### src/hw/rayGen_params.svh
`ifndef RAYGEN_PARAMS_SVH
`define RAYGEN_PARAMS_SVH

////////////////////////////////////////////////////////////////////////////
// Frame geometry
////////////////////////////////////////////////////////////////////////////

// Pixels per line
`define FRAME_WIDTH 8

// Lines per frame
`define FRAME_HEIGHT 4

////////////////////////////////////////////////////////////////////////////
// Lanes and number formats
////////////////////////////////////////////////////////////////////////////

// Ray setup lanes fed round robin
`define CORE_COUNT 3
// Enough bits to index every lane
`define CORE_INDEX_WIDTH 2

// Screen coordinate width
`define COORD_WIDTH 10
// Fraction bits of the 16.16 format
`define FRAC_BITS 16

`endif

### src/hw/fixedPkg.sv
package fixedPkg;

    ////////////////////////////////////////////////////////////////////////
    // Fixed point scalar
    ////////////////////////////////////////////////////////////////////////

    // Signed 16.16 number
    // Integer part in the upper half, fraction in the lower half
    typedef logic signed [31:0] Fixed;

    ////////////////////////////////////////////////////////////////////////
    // Fixed point vector
    ////////////////////////////////////////////////////////////////////////

    // Three components packed x first
    // Used for camera vectors and ray directions
    typedef struct packed {
        // Horizontal component
        Fixed x;
        // Vertical component
        Fixed y;
        // Depth component
        Fixed z;
    } Vec3;

endpackage

### src/hw/rayPkg.sv
`include "rayGen_params.svh"

package rayPkg;

    ////////////////////////////////////////////////////////////////////////
    // Screen space and camera
    ////////////////////////////////////////////////////////////////////////

    // Unsigned pixel coordinate
    typedef logic [`COORD_WIDTH-1:0] ScreenCoord;

    // Camera description, held stable for a whole frame
    typedef struct packed {
        // Camera position
        fixedPkg::Vec3 pos;
        // Bottom left corner of the viewport
        fixedPkg::Vec3 blc;
        // Horizontal and vertical extents
        fixedPkg::Vec3 rh;
        fixedPkg::Vec3 rv;
        // Per pixel scale factors
        fixedPkg::Fixed cub;
        fixedPkg::Fixed cvb;
        // Viewport height in lines
        ScreenCoord vpHeight;
    } CameraParams;

    ////////////////////////////////////////////////////////////////////////
    // Lane output and scanner state
    ////////////////////////////////////////////////////////////////////////

    // One primary ray thread
    typedef struct packed {
        logic valid;
        ScreenCoord x;
        ScreenCoord y;
        fixedPkg::Vec3 dir;
    } ThreadData;

    // Pixel walk states
    typedef enum logic [1:0] {
        scanInit,
        scanWait,
        scanGenerate,
        scanNext
    } ScanState;

endpackage

### src/hw/pixelScanner.sv
`timescale 1ns/1ps

`include "rayGen_params.svh"

module pixelScanner (
    input  logic                        clk,
    input  logic                        resetn,
    input  logic                        restart,
    input  logic                        start,
    input  rayPkg::ScreenCoord          x0,
    input  rayPkg::ScreenCoord          y0,
    input  logic [`CORE_COUNT-1:0]      fifoFull,
    output logic [`CORE_COUNT-1:0]      issue,
    output rayPkg::ScreenCoord          pixelX,
    output rayPkg::ScreenCoord          pixelY,
    output logic                        frameDone
);

    ////////////////////////////////////////////////////////////////////////
    // Scan state
    ////////////////////////////////////////////////////////////////////////

    rayPkg::ScanState              state;
    // Pixel about to be issued
    rayPkg::ScreenCoord            curX;
    rayPkg::ScreenCoord            curY;
    // Round robin pointer
    logic [`CORE_INDEX_WIDTH-1:0]  laneIdx;

    // Derived from the current pixel and lane
    rayPkg::ScreenCoord            nextX;
    rayPkg::ScreenCoord            nextY;
    logic                          lineEnd;
    logic                          frameEnd;
    logic                          lastLane;
    logic                          laneReady;

    ////////////////////////////////////////////////////////////////////////
    // Next pixel and lane decode
    ////////////////////////////////////////////////////////////////////////

    assign nextX = curX + 1'b1;
    assign nextY = curY + 1'b1;

    // Line wraps once x runs past the last column
    assign lineEnd = (nextX >= `FRAME_WIDTH);
    // Frame ends on the wrap out of the last line
    assign frameEnd = lineEnd && (nextY >= `FRAME_HEIGHT);

    assign lastLane = (laneIdx == `CORE_INDEX_WIDTH'(`CORE_COUNT - 1));

    // Current lane can take a pixel
    assign laneReady = !fifoFull[laneIdx];

    ////////////////////////////////////////////////////////////////////////
    // Issue strobes
    ////////////////////////////////////////////////////////////////////////

    // One hot pulse to the lane being served
    // Held off while that lane reports full
    always_comb begin
        issue = '0;
        if (state == rayPkg::scanGenerate && laneReady) begin
            issue[laneIdx] = 1'b1;
        end
    end

    // Pixel is shared by all lanes and qualified by issue
    assign pixelX = curX;
    assign pixelY = curY;

    ////////////////////////////////////////////////////////////////////////
    // Scan FSM
    ////////////////////////////////////////////////////////////////////////

    always_ff @(posedge clk or negedge resetn) begin
        if (!resetn) begin
            state     <= rayPkg::scanInit;
            curX      <= '0;
            curY      <= '0;
            laneIdx   <= '0;
            frameDone <= 1'b0;
        end else begin
            // Pulse lasts one cycle only
            frameDone <= 1'b0;

            case (state)
                rayPkg::scanInit: begin
                    // Load start pixel and rewind the lane pointer
                    if (restart) begin
                        curX    <= x0;
                        curY    <= y0;
                        laneIdx <= '0;
                        state   <= rayPkg::scanWait;
                    end
                end

                rayPkg::scanWait: begin
                    if (start) begin
                        state <= rayPkg::scanGenerate;
                    end
                end

                rayPkg::scanGenerate: begin
                    // Stay on this lane until it has room
                    if (laneReady) begin
                        state <= rayPkg::scanNext;
                    end
                end

                rayPkg::scanNext: begin
                    // Advance lane modulo lane count
                    if (lastLane) begin
                        laneIdx <= '0;
                    end else begin
                        laneIdx <= laneIdx + 1'b1;
                    end

                    // Raster step, each new line restarts at x0
                    if (lineEnd) begin
                        curX <= x0;
                        curY <= nextY;
                    end else begin
                        curX <= nextX;
                    end

                    if (frameEnd) begin
                        frameDone <= 1'b1;
                        state     <= rayPkg::scanInit;
                    end else begin
                        state <= rayPkg::scanGenerate;
                    end
                end

                default: begin
                    state <= rayPkg::scanInit;
                end
            endcase
        end
    end

endmodule

### config.mk
export PLATFORM = sky130hd
export DESIGN_NAME = pixelScanner
export DESIGN_NICKNAME = d
export VERILOG_FILES = /design/src/hw/fixedPkg.sv /design/src/hw/rayPkg.sv /design/src/hw/pixelScanner.sv
export VERILOG_INCLUDE_DIRS = /design/src /design/src/hw
export SDC_FILE = /design/constraint.sdc
export NUM_CORES = 1
export LEC_CHECK = 0
export BUFFER_PORTS_ARGS = -buffer_cell sky130_fd_sc_hd__buf_2
export CORE_MARGIN = 10
export CORE_UTILIZATION = 54
export DETAILED_ROUTE_END_ITERATION = 10
export HOLD_SLACK_MARGIN = 0.08
export PLACE_DENSITY = 0.87
export SLEW_MARGIN = 20
export SYNTH_ARGS = -nofsm -noshare
export SYNTH_HDL_FRONTEND = slang
export SYNTH_SLANG_ARGS = --single-unit
### constraint.sdc
create_clock -name clk -period 4.25 [get_ports clk]
set_input_delay 0.2125 -clock clk [delete_from_list [all_inputs] [get_ports clk]]
set_output_delay 0.2125 -clock clk [all_outputs]
set_load 0.1 [all_outputs]
==> summary by stage, run 1 <==
Clocking
The count of cells resized by post-cts repair is 0. The number of CTS-inserted buffers is 3. For the worst-skew pair, the clock arrives at the later sink with an insertion delay of 0.31 ns.

The cell at the root of the clock tree is sky130_fd_sc_hd__clkbuf_4. The clock transition at the register clock pins on the worst setup and hold paths after CTS is 0.14 ns. The number of levels in the clock H-tree is 1. The number of setup buffers added after CTS is 0.

No sink is reached through more buffers than the 2 on the longest clock path. The number of hold buffers added after CTS was 1. The clock tree from TritonCTS is built. The clock sink count is 25.

STA
Setup repair after global routing left no endpoint under its margin. Measured against its own limit, the worst slew margin works out to 0.509. The time the final worst path needs with I/O delays and setup is 2.68 ns. The transition at the pin with the smallest max-transition slack is 0.734 ns.

The number of hold violations in the final report is 0. The total negative slack is 0 ns. The final-report setup violation count is 0. The max-slew violation count came to 0. The ratio of final minimum period to clock period is 0.630. On the final layout, the worst clock skew is 0.00660 ns. The achievable frequency is 0.374 GHz.

Placement
The wire-length estimate of the detail-placed layout is 3.15 mm. The post-detailed-placement cell area is 0.00181 mm^2. The final weighted congestion in routability-driven placement is 0.800. The count of port buffers added during placement is 50.

Run
The tool flagged a number of max-cap violations equal to 0.

Global routing
Entering global routing, the biggest net connects 26 pins. In the global route stage, overall resource usage came out at 0.151. The initial antenna violation count is 0.

The first global-routing pass estimated 6.87 mm of wire. Summed over all layers, the global routing overflow is 0. The number of global-route vias before repair was 1475.

Layout
Registers take 626 um^2. From synthesis to final layout, the design area changed by 18.3%. The leading cell type in the layout, fill and taps excluded is sky130_fd_sc_hd__buf_2. After routing the design area is 0.00184 mm^2. The top cell types in the final layout, fill and taps aside, are sky130_fd_sc_hd__buf_2, sky130_fd_sc_hd__dfrtp_1, sky130_fd_sc_hd__a21oi_1, sky130_fd_sc_hd__nand2_1, sky130_fd_sc_hd__nor2_1. The number of antenna diodes in the final layout is 0. The net total in the final layout is 251.

The share of final-layout standard cells stronger than drive strength 1 is 0.265. The number of filler cells placed in the layout is 242. The multi-input combinational cells in the finished layout cover a total of 867 um^2.

Synthesis
The mean instance size in the synthesized netlist is 8.96 um^2. The post-synthesis register bit count is 25. The number of nets in the synthesized netlist is 205. The summed instance area of the synthesized netlist is 0.00156 mm^2. The Yosys step of the flow raised 0 warnings. The leading register cell type out of synthesis is sky130_fd_sc_hd__dfrtp_1. In the synthesized netlist the async set-or-reset flop fraction comes to 1.00. The number of distinct library cell variants in the gate-level netlist after synthesis is 46.

The share of synthesized area occupied by flip-flops and latches is 0.401. Synthesis produced 174 cells. Yosys mapped a number of flops with a built-in enable equal to 0.

Worst setup path
The reg-to-reg setup timing slack is 1.57 ns. The critical path data required time is 4.49 ns. The endpoint arrival time on the critical path is 2.92 ns.

Along the worst path, the maximum fanout reaches 15. The worst setup path is launched from a flop. The type of the setup path with the least slack is reg -> reg.

The worst setup path is captured at a flop.

Floorplan
The full die area is 0.00544 mm^2. The floorplan has 19 rows. The die is 73.7 um tall.

The initial utilization of the core area, before any placement, comes to 0.565. For this design the top-level I/O count stands at 51. The die is 73.7 um wide.

The core area is 0.00276 mm^2.

Detailed routing
The total wire length is 4.11 mm. The pre-antenna-repair detailed-routing pass consisted of 4 iterations. For this run, design rule violations remaining after detail routing come to 0. The count of antenna-violating nets left after detailed routing is 0.

The total number of vias is 1507. The DRC violation total after the first TritonRoute iteration is 68. After detailed routing, the number of vias per cell comes to 6.03.

Dividing the detail-routed wire length by the instance count gives 16.4 um.

Outcome
The run finished with clean final reports.

Worst hold path
The class of the tightest hold or removal check is in -> reg.
## cells in the mapped netlist (all sizes together), types with 3 or more instances
master | instances | area [um^2]
ha | 4 | 50.1
o21a | 4 | 30.0
nor3b | 3 | 22.5
nand2 | 14 | 52.6
dfrtp | 25 | 626
and2 | 3 | 18.8
nor2 | 13 | 48.8
nand3 | 11 | 55.1
inv | 3 | 11.3
o22ai | 3 | 18.8
and3 | 4 | 30.0
a21oi | 15 | 75.1
nor2b | 3 | 18.8
nand4 | 4 | 25.0
buf | 3 | 21.3
a31oi | 4 | 25.0
a22o | 8 | 70.1
clkbuf | 9 | 33.8
o21ai | 8 | 40.0
a22oi | 3 | 22.5
mux2i | 3 | 30.0
## per-layer routing
layer	GRT usage	vias up	wire (um)
li1	-	741	-
met1	0.195	717	1790
met2	0.248	47	2000
met3	0.0404	2	304
met4	0.0269	0	14
met5	0	-	0
## sequential cells by signal, summed over array words and instances, names as in the netlist
register and flops:
frameDone 1, laneIdx 2, pixelX 10, pixelY 10, state 2
## critical path: stages, from the launching register on
cell and delay (ns):
sky130_fd_sc_hd__dfrtp_1 0.48, sky130_fd_sc_hd__ha_1 0.27, sky130_fd_sc_hd__and4_1 0.25, sky130_fd_sc_hd__o21ai_0 0.30, sky130_fd_sc_hd__a211oi_4 0.13, sky130_fd_sc_hd__a31oi_1 0.56, sky130_fd_sc_hd__buf_4 0.32, sky130_fd_sc_hd__o21a_1 0.15
sky130_fd_sc_hd__a2bb2oi_1 0.15
## path summary, 6_finish.rpt
path,startpoint,endpoint,cells after the start
worst max register to register,pixelX[0]$_DFFE_PN0P_,pixelY[5]$_DFFE_PN0P_,8
worst min-delay path,x0[9],pixelX[9]$_DFFE_PN0P_,2
max in group asynchronous,resetn,pixelY[3]$_DFFE_PN0P_,2
worst min register to register,pixelX[9]$_DFFE_PN0P_,pixelX[9]$_DFFE_PN0P_,1
min in group asynchronous,resetn,pixelX[2]$_DFFE_PN0P_,2
worst max-delay path,pixelX[0]$_DFFE_PN0P_,pixelY[5]$_DFFE_PN0P_,8
## layout make-up
class | count | share of cell area
tap | 31 | 0.0210
multi-input combinational | 134 | 0.470
timing repair buffer | 53 | 0.149
clock buffer | 4 | 0.0142
inverter | 3 | 0.00611
sequential | 25 | 0.339
## metrics by stage
stage / util / setup WS, ns / instances / hold WS (ns)
global route: 0.669 / 1.35 / 250 / 0.0995
finish: 0.669 / 1.57 / 250 / 0.110
detailed placement: 0.656 / 1.61 / 245 / 0.234
CTS: 0.669 / 1.58 / 250 / 0.111
global placement: 0.656 / 1.69 / 245 / 0.225
floorplan: - / 0.945 / 174 / -0.0831
## cells by family (layout without fill, tap and decap cells)
kind of cell	count (synthesis)	in the layout	share of synthesized area
simple gates	63	63	0.211
mux	3	3	0.0193
fa+ha+maj	4	4	0.0321
buf+inv	15	60	0.0425
compound gates	60	60	0.271
flops	25	25	0.401
xor+xnor	4	4	0.0225
Power of run 1 is left out: the tool's default activity adds up to more than one toggle a clock period on the data nets, which glitch-free logic cannot reach.
==> inputs of run 2 (changes only) <==
--- a/config.mk
+++ b/config.mk
@@ -8,10 +8,10 @@
 export LEC_CHECK = 0
 export BUFFER_PORTS_ARGS = -buffer_cell sky130_fd_sc_hd__buf_2
 export CORE_MARGIN = 10
-export CORE_UTILIZATION = 54
+export CORE_UTILIZATION = 45
 export DETAILED_ROUTE_END_ITERATION = 10
 export HOLD_SLACK_MARGIN = 0.08
-export PLACE_DENSITY = 0.87
+export PLACE_DENSITY = 0.78
 export SLEW_MARGIN = 20
 export SYNTH_ARGS = -nofsm -noshare
 export SYNTH_HDL_FRONTEND = slang
==> constraint.sdc (replaced) <==
create_clock -name clk -period 2.4 [get_ports clk]
set_input_delay 0.12 -clock clk [delete_from_list [all_inputs] [get_ports clk]]
set_output_delay 0.12 -clock clk [all_outputs]
set_load 0.1 [all_outputs]
==> run 2 against run 1 <==
- worst setup slack lost 1.4 ns
- worst hold slack lost 0.0030 ns
- fmax grew 19%
- via count grew 5.3%
- critical endpoint is now pixelY[9]$_DFFE_PN0P_
==> summary by stage, run 2 (same netlist as run 1, synthesis figures left out) <==
Outcome
The run finished with clean final reports.

Run
The number of violations of the max-capacitance limit was 0 (unchanged).

Worst hold path
The class of the tightest hold or removal check is in -> reg.

Clocking
The clock tree from TritonCTS is built. The clock sink count is 25 (unchanged). In this run the clock root is driven by a sky130_fd_sc_hd__clkbuf_4. The number of CTS-inserted buffers is 3 (unchanged).

The number of levels in the clock H-tree is 1 (unchanged). The clock transition at the register clock pins on the worst setup and hold paths after CTS was 0.13 ns (about the same). The maximum root-to-sink buffer count is 2 (unchanged).

The total setup buffers inserted after CTS is 0 (unchanged). The worst-skew pair later-pin latency is 0.32 ns (about the same).

STA
The max-slew violation count is 0 (unchanged). The worst slew margin relative to its limit is 0.569 (+0.0604). The number of hold violations in the final report is 0 (unchanged).

The achievable frequency came to 0.443 GHz (+19%). The time the final worst path needs with I/O delays and setup is 2.26 ns (-0.418 ns). The minimum setup slack in the final design was 0.142 ns (-1.43 ns).

The ratio of final minimum period to clock period is 0.941 (+0.311). Setup repair after global routing left no endpoint under its margin. The total negative slack is 0 ns (unchanged). The clock skew after layout is 0.00151 ns (-0.00509 ns). The final-report setup violation count is 0 (unchanged).

The transition at the pin with the smallest max-transition slack is 0.639 ns (-0.0946 ns).

Detailed routing
The mean routed wirelength per cell is 15.9 um (-3.4%). The total number of vias is 1587 (+5.3%). The total wire length is 4.42 mm (+7.4%). The count of antenna-violating nets left after detailed routing was 0 (unchanged). The number of design rule violations left after detail routing came to 0 (unchanged). The average vias per placed instance is 5.71 (-5.3%).

The count of TritonRoute iterations in the first routing pass is 4 (unchanged). The DRC violation total after the first TritonRoute iteration is 56 (-18%).

Placement
The final weighted congestion in routability-driven placement is 0.873 (+9.1%). The HPWL after detailed placement is 3.20 mm (+1.5%). The post-placement cell count is 264 (+7.8%).

The count of port buffers added during placement came to 50 (unchanged). The setup slack after placement is 0.145 ns (-1.47 ns).

Floorplan
The die boundary width is 78.9 um (+7.0%). The number of primary I/O pins was 51 (unchanged). The full die area is 0.00622 mm^2 (+14%). The standard-cell row count is 21 (+2). The overall die height is 78.9 um (+7.0%). The core area is 0.00334 mm^2 (+21%). The initial standard-cell utilization of the core is 0.467 (-0.0981).

Layout
In the layout the commonest cells are sky130_fd_sc_hd__buf_2, sky130_fd_sc_hd__a21oi_1, sky130_fd_sc_hd__dfrtp_1, sky130_fd_sc_hd__nand2_1, sky130_fd_sc_hd__nor2_1. The antenna diode count is 0 (unchanged). The net total in the final layout is 264 (+5.2%). The total area of multi-input combinational cells is 872 um^2 (+0.58%).

The share of final-layout standard cells stronger than drive strength 1 was 0.315 (+0.0498). The sequential cell area came to 638 um^2 (+2.0%). Leaving out fill and tap cells, the most frequent cell in the layout is sky130_fd_sc_hd__buf_2.

The area growth from synthesis to layout is 28.3%. The number of cells in the finished layout apart from fillers is 278 (+11%). The number of filler cells placed in the layout came to 305 (+26%).

Global routing
The wire length of the first global-routing pass is 7.53 mm (+9.6%). The final global-route overflow total was 0 (unchanged). The global-route usage over all layers came to 0.144 (-0.00701).

The initial antenna violation count is 0 (unchanged). The pin count of the biggest net entering global routing was 26 (unchanged). The number of global-route vias before repair was 1619 (+9.8%).

Worst setup path
The critical path is of the reg -> reg type. The highest cell delay on the worst timing path is 0.48 ns (-0.08 ns). The library cell contributing the largest single delay on the critical path is sky130_fd_sc_hd__dfrtp_2. STA classifies the critical path endpoint as a flop. The worst setup path is launched from a flop.

The biggest fanout along the worst timing path is 15 (unchanged). The critical path data required time is 2.63 ns (-1.86 ns). The endpoint arrival time on the critical path came to 2.49 ns (-0.43 ns). Traced cell by cell, the critical path runs through ha_1 > nor4b_1 > o21ai_0 > a211oi_4 > a31oi_1 > buf_4 > o21a_1 > o22a_1.
## run 2: changes by cell type in the layout (fill, tap and decap cells not counted)
cell	previous run	this run
sky130_fd_sc_hd__buf_4	2	6
sky130_fd_sc_hd__dfrtp_1	25	15
sky130_fd_sc_hd__dfrtp_2	0	10
sky130_fd_sc_hd__dlygate4sd3_1	1	10
sky130_fd_sc_hd__nand3_1	11	10
sky130_fd_sc_hd__nand3_2	0	1
## run 2: per-layer routing
metal  GRT usage  up-vias  routed length [um]
li1            -      774                   -
met1       0.167      744                1970
met2       0.243       59                2100
met3      0.0450       10                 264
met4      0.0573        0                  76
met5           0        -                   0
## run 2: what timing repair did
| item | in CTS | in global routing |
|---|---|---|
| gates resized for setup | 0 | 1 |
| hold buffers | 10 | 0 |
| setup endpoints to repair | 0 | 4 |
| endpoints found under the hold margin | 34 | 0 |
## run 2: worst max-delay path, delay by kind of cell (launching register included)
kind            cells  cell delay [ns]
flops               1             0.48
buf+inv             1             0.23
fa+ha+maj           1             0.25
simple gates        1             0.26
compound gates      5             0.96
## run 2: worst paths after layout
path | start | endpoint | slack [ns] | depth (start not counted)
max in group asynchronous | resetn | pixelY[2]$_DFFE_PN0P_ | 1.71 | 2
min in group asynchronous | resetn | pixelX[5]$_DFFE_PN0P_ | 0.30 | 2
min reg2reg | pixelY[4]$_DFFE_PN0P_ | pixelY[4]$_DFFE_PN0P_ | 0.58 | 2
max reg2reg | pixelX[0]$_DFFE_PN0P_ | pixelY[9]$_DFFE_PN0P_ | 0.14 | 8
min | y0[7] | pixelY[7]$_DFFE_PN0P_ | 0.11 | 3
max | pixelX[0]$_DFFE_PN0P_ | pixelY[9]$_DFFE_PN0P_ | 0.14 | 8
## run 2: metrics by stage
| stage | utilization | instance area (um^2) | hold slack, ns |
|---|---|---|---|
| floorplan | - | 1570 | -0.176 |
| global placement | 0.560 | 1870 | 0.145 |
| detailed placement | 0.560 | 1870 | 0.147 |
| CTS | 0.598 | 2000 | 0.103 |
| global route | 0.600 | 2000 | 0.102 |
| finish | 0.600 | 2000 | 0.107 |
## run 2: area by class of cell
class,instances,share of cell area
clock buffer,4,0.0131
inverter,3,0.00563
multi-input combinational,134,0.436
sequential,25,0.319
tap,46,0.0288
timing repair buffer,66,0.198
Power of run 2 is left out for the same reason.
==> inputs of run 3 (changes only) <==
--- a/config.mk
+++ b/config.mk
@@ -7,7 +7,7 @@
 export NUM_CORES = 1
 export LEC_CHECK = 0
 export BUFFER_PORTS_ARGS = -buffer_cell sky130_fd_sc_hd__buf_2
-export CORE_MARGIN = 10
+export CORE_MARGIN = 2
 export CORE_UTILIZATION = 45
 export DETAILED_ROUTE_END_ITERATION = 10
 export HOLD_SLACK_MARGIN = 0.08
==> run 3 against run 2 <==
- final area down 0.56%
- count of clock-buffer cells in the layout down 1
- core utilization down 0.34 points
- largest cell class unchanged
==> summary by stage, run 3 (same netlist as run 1, synthesis figures left out) <==
Outcome
The run finished with clean final reports.

Clocking
TritonCTS built the clock tree. The number of levels in the clock H-tree is 1 (unchanged). The clock sink count is 25 (unchanged).

The maximum root-to-sink buffer count is 2 (unchanged). The cell at the root of the clock tree is sky130_fd_sc_hd__clkbuf_4. The number of CTS-inserted buffers came to 3 (unchanged). The clock transition at the register clock pins on the worst setup and hold paths after CTS is 0.14 ns (about the same).

The worst-skew pair later-pin latency was 0.33 ns (about the same).

STA
The achievable frequency is 0.434 GHz (-2.0%). The total negative slack was 0 ns (unchanged). Setup repair after global routing left no endpoint under its margin. The transition at the pin with the smallest max-transition slack is 0.614 ns (-0.0255 ns). The ratio of final minimum period to clock period is 0.960 (+0.0195). The clock skew after layout is 0.00612 ns (+0.00461 ns). The number of hold violations in the final report is 0 (unchanged). The max-slew violation count is 0 (unchanged). The worst slew margin relative to its limit is 0.587 (+0.0172). The time the final worst path needs with I/O delays and setup is 2.30 ns (+0.0468 ns). The final-report setup violation count came to 0 (unchanged).

Worst setup path
The critical path data required time is 2.64 ns (about the same). Among all stages on the critical path, the largest delay is contributed by sky130_fd_sc_hd__dfrtp_2. The endpoint arrival time on the critical path is 2.54 ns (+0.05 ns).

The highest cell delay on the worst timing path came to 0.48 ns (about the same). The startpoint kind of the worst setup timing path is a flop. The biggest fanout along the worst timing path is 15 (unchanged). The type of the setup path with the least slack is reg -> reg. The kind of end point of the critical path is a flop. The signal on the critical path passes through ha_1 > and4_1 > a2111o_1 > nand3_1 > a31oi_1 > buf_4 > o21a_1 > o22a_1.

Detailed routing
The DRC violation total after the first TritonRoute iteration came to 101 (+80%). The count of antenna-violating nets left after detailed routing is 0 (unchanged). The total number of vias is 1553 (-2.1%). The number of design rule violations left after detail routing is 0 (unchanged). The average vias per placed instance is 5.61 (-1.8%). The count of TritonRoute iterations in the first routing pass is 4 (unchanged). The mean routed wirelength per cell is 14.1 um (-11%). The total wire length is 3.90 mm (-12%).

Global routing
The number of global-route vias before repair came to 1463 (-9.6%). The initial antenna violation count was 0 (unchanged). The global-route usage over all layers is 0.210 (+0.0659).

The final global-route overflow total was 0 (unchanged). The pin count of the biggest net entering global routing was 26 (unchanged). The wire length of the first global-routing pass came to 6.74 mm (-10%).

Floorplan
The die boundary width is 62.9 um (-20%). The standard-cell row count came to 21 (unchanged). The initial standard-cell utilization of the core was 0.467 (unchanged). The core area is 0.00334 mm^2 (unchanged). The number of primary I/O pins is 51 (unchanged).

The full die area came to 0.00395 mm^2 (-36%). The overall die height was 62.9 um (-20%).

Worst hold path
The class of the tightest hold or removal check is in -> reg.

Layout
The antenna diode count is 0 (unchanged). The area growth from synthesis to layout is 27.6%. The number of cells in the finished layout apart from fillers is 277 (-0.36%). The leading cell type in the layout, fill and taps excluded is sky130_fd_sc_hd__buf_2. The net total in the final layout is 263 (-0.38%). The share of final-layout standard cells stronger than drive strength 1 was 0.312 (-0.00297). The top cell types in the final layout, fill and taps aside, are sky130_fd_sc_hd__buf_2, sky130_fd_sc_hd__a21oi_1, sky130_fd_sc_hd__dfrtp_1, sky130_fd_sc_hd__nand2_1, sky130_fd_sc_hd__nor2_1.

The post-route cell area is 0.00199 mm^2 (-0.56%).

Placement
The post-placement cell count is 263 (-0.38%). The final weighted congestion in routability-driven placement was 0.842 (-3.4%). The count of port buffers added during placement is 50 (unchanged). The post-detailed-placement cell area was 0.00186 mm^2 (-0.40%). The HPWL after detailed placement is 2.84 mm (-11%).

Run
The number of violations of the max-capacitance limit is 0 (unchanged).
[run 3: cell types whose count changed in the layout (fill, tap and decap cells not counted)]
cell	delta
sky130_fd_sc_hd__clkbuf_1	-1
sky130_fd_sc_hd__buf_4	-1
sky130_fd_sc_hd__o21ai_1	+1
sky130_fd_sc_hd__nand3_1	+1
sky130_fd_sc_hd__clkinv_2	+1
sky130_fd_sc_hd__o21ai_0	-1
sky130_fd_sc_hd__nand3_2	-1
[run 3: worst paths after layout]
kind,start,endpoint,slack (ns),cells after the start
worst max-delay path,pixelX[0]$_DFFE_PN0P_,pixelY[9]$_DFFE_PN0P_,0.1,8
worst max register to register,pixelX[0]$_DFFE_PN0P_,pixelY[9]$_DFFE_PN0P_,0.1,8
worst min-delay path,y0[8],pixelY[8]$_DFFE_PN0P_,0.09,3
max in group asynchronous,resetn,pixelX[2]$_DFFE_PN0P_,1.71,2
worst min register to register,pixelX[0]$_DFFE_PN0P_,pixelX[0]$_DFFE_PN0P_,0.57,1
min in group asynchronous,resetn,pixelX[3]$_DFFE_PN0P_,0.29,2
[run 3: metrics by stage]
stage                util  setup WS (ns)  hold WS (ns)
floorplan               -         -0.812        -0.176
global placement    0.558          0.215         0.145
detailed placement  0.558          0.129         0.152
CTS                 0.596          0.116        0.0941
global route        0.596        0.00577         0.121
finish              0.596         0.0956        0.0898
[run 3: layout make-up]
type | instances | area, um^2
inverters | 3 | 11.3
flip-flops and latches | 25 | 638
clock buffers | 3 | 22.5
well taps | 46 | 57.6
multi-input cells | 134 | 867
fillers | 309 | 1350
clock inverters | 1 | 5.00
repair buffers | 65 | 388
[run 3: critical path, delay by kind of cell (launching register included)]
family	cells	cell delay, ns
AOI/OAI and AO/OA	4	0.83
and+or+nand+nor	2	0.42
buffers and inverters	1	0.22
DFF	1	0.48
adders and majority gates	1	0.25
[run 3: routing by layer]
layer,wire [um],vias to the layer above,track usage
met5,0,-,0
met4,65,0,0.0806
met3,240,7,0.0270
met2,1890,61,0.354
met1,1700,721,0.274
li1,-,764,-
[run 3: what timing repair did]
item / CTS / global route
hold buffers: 10 / 0
setup buffers: 0 / 0
endpoints found under the hold margin: 34 / 0
gates resized for setup: 0 / 1
endpoints found under the setup margin: 0 / 1
Power of run 3 is left out for the same reason.
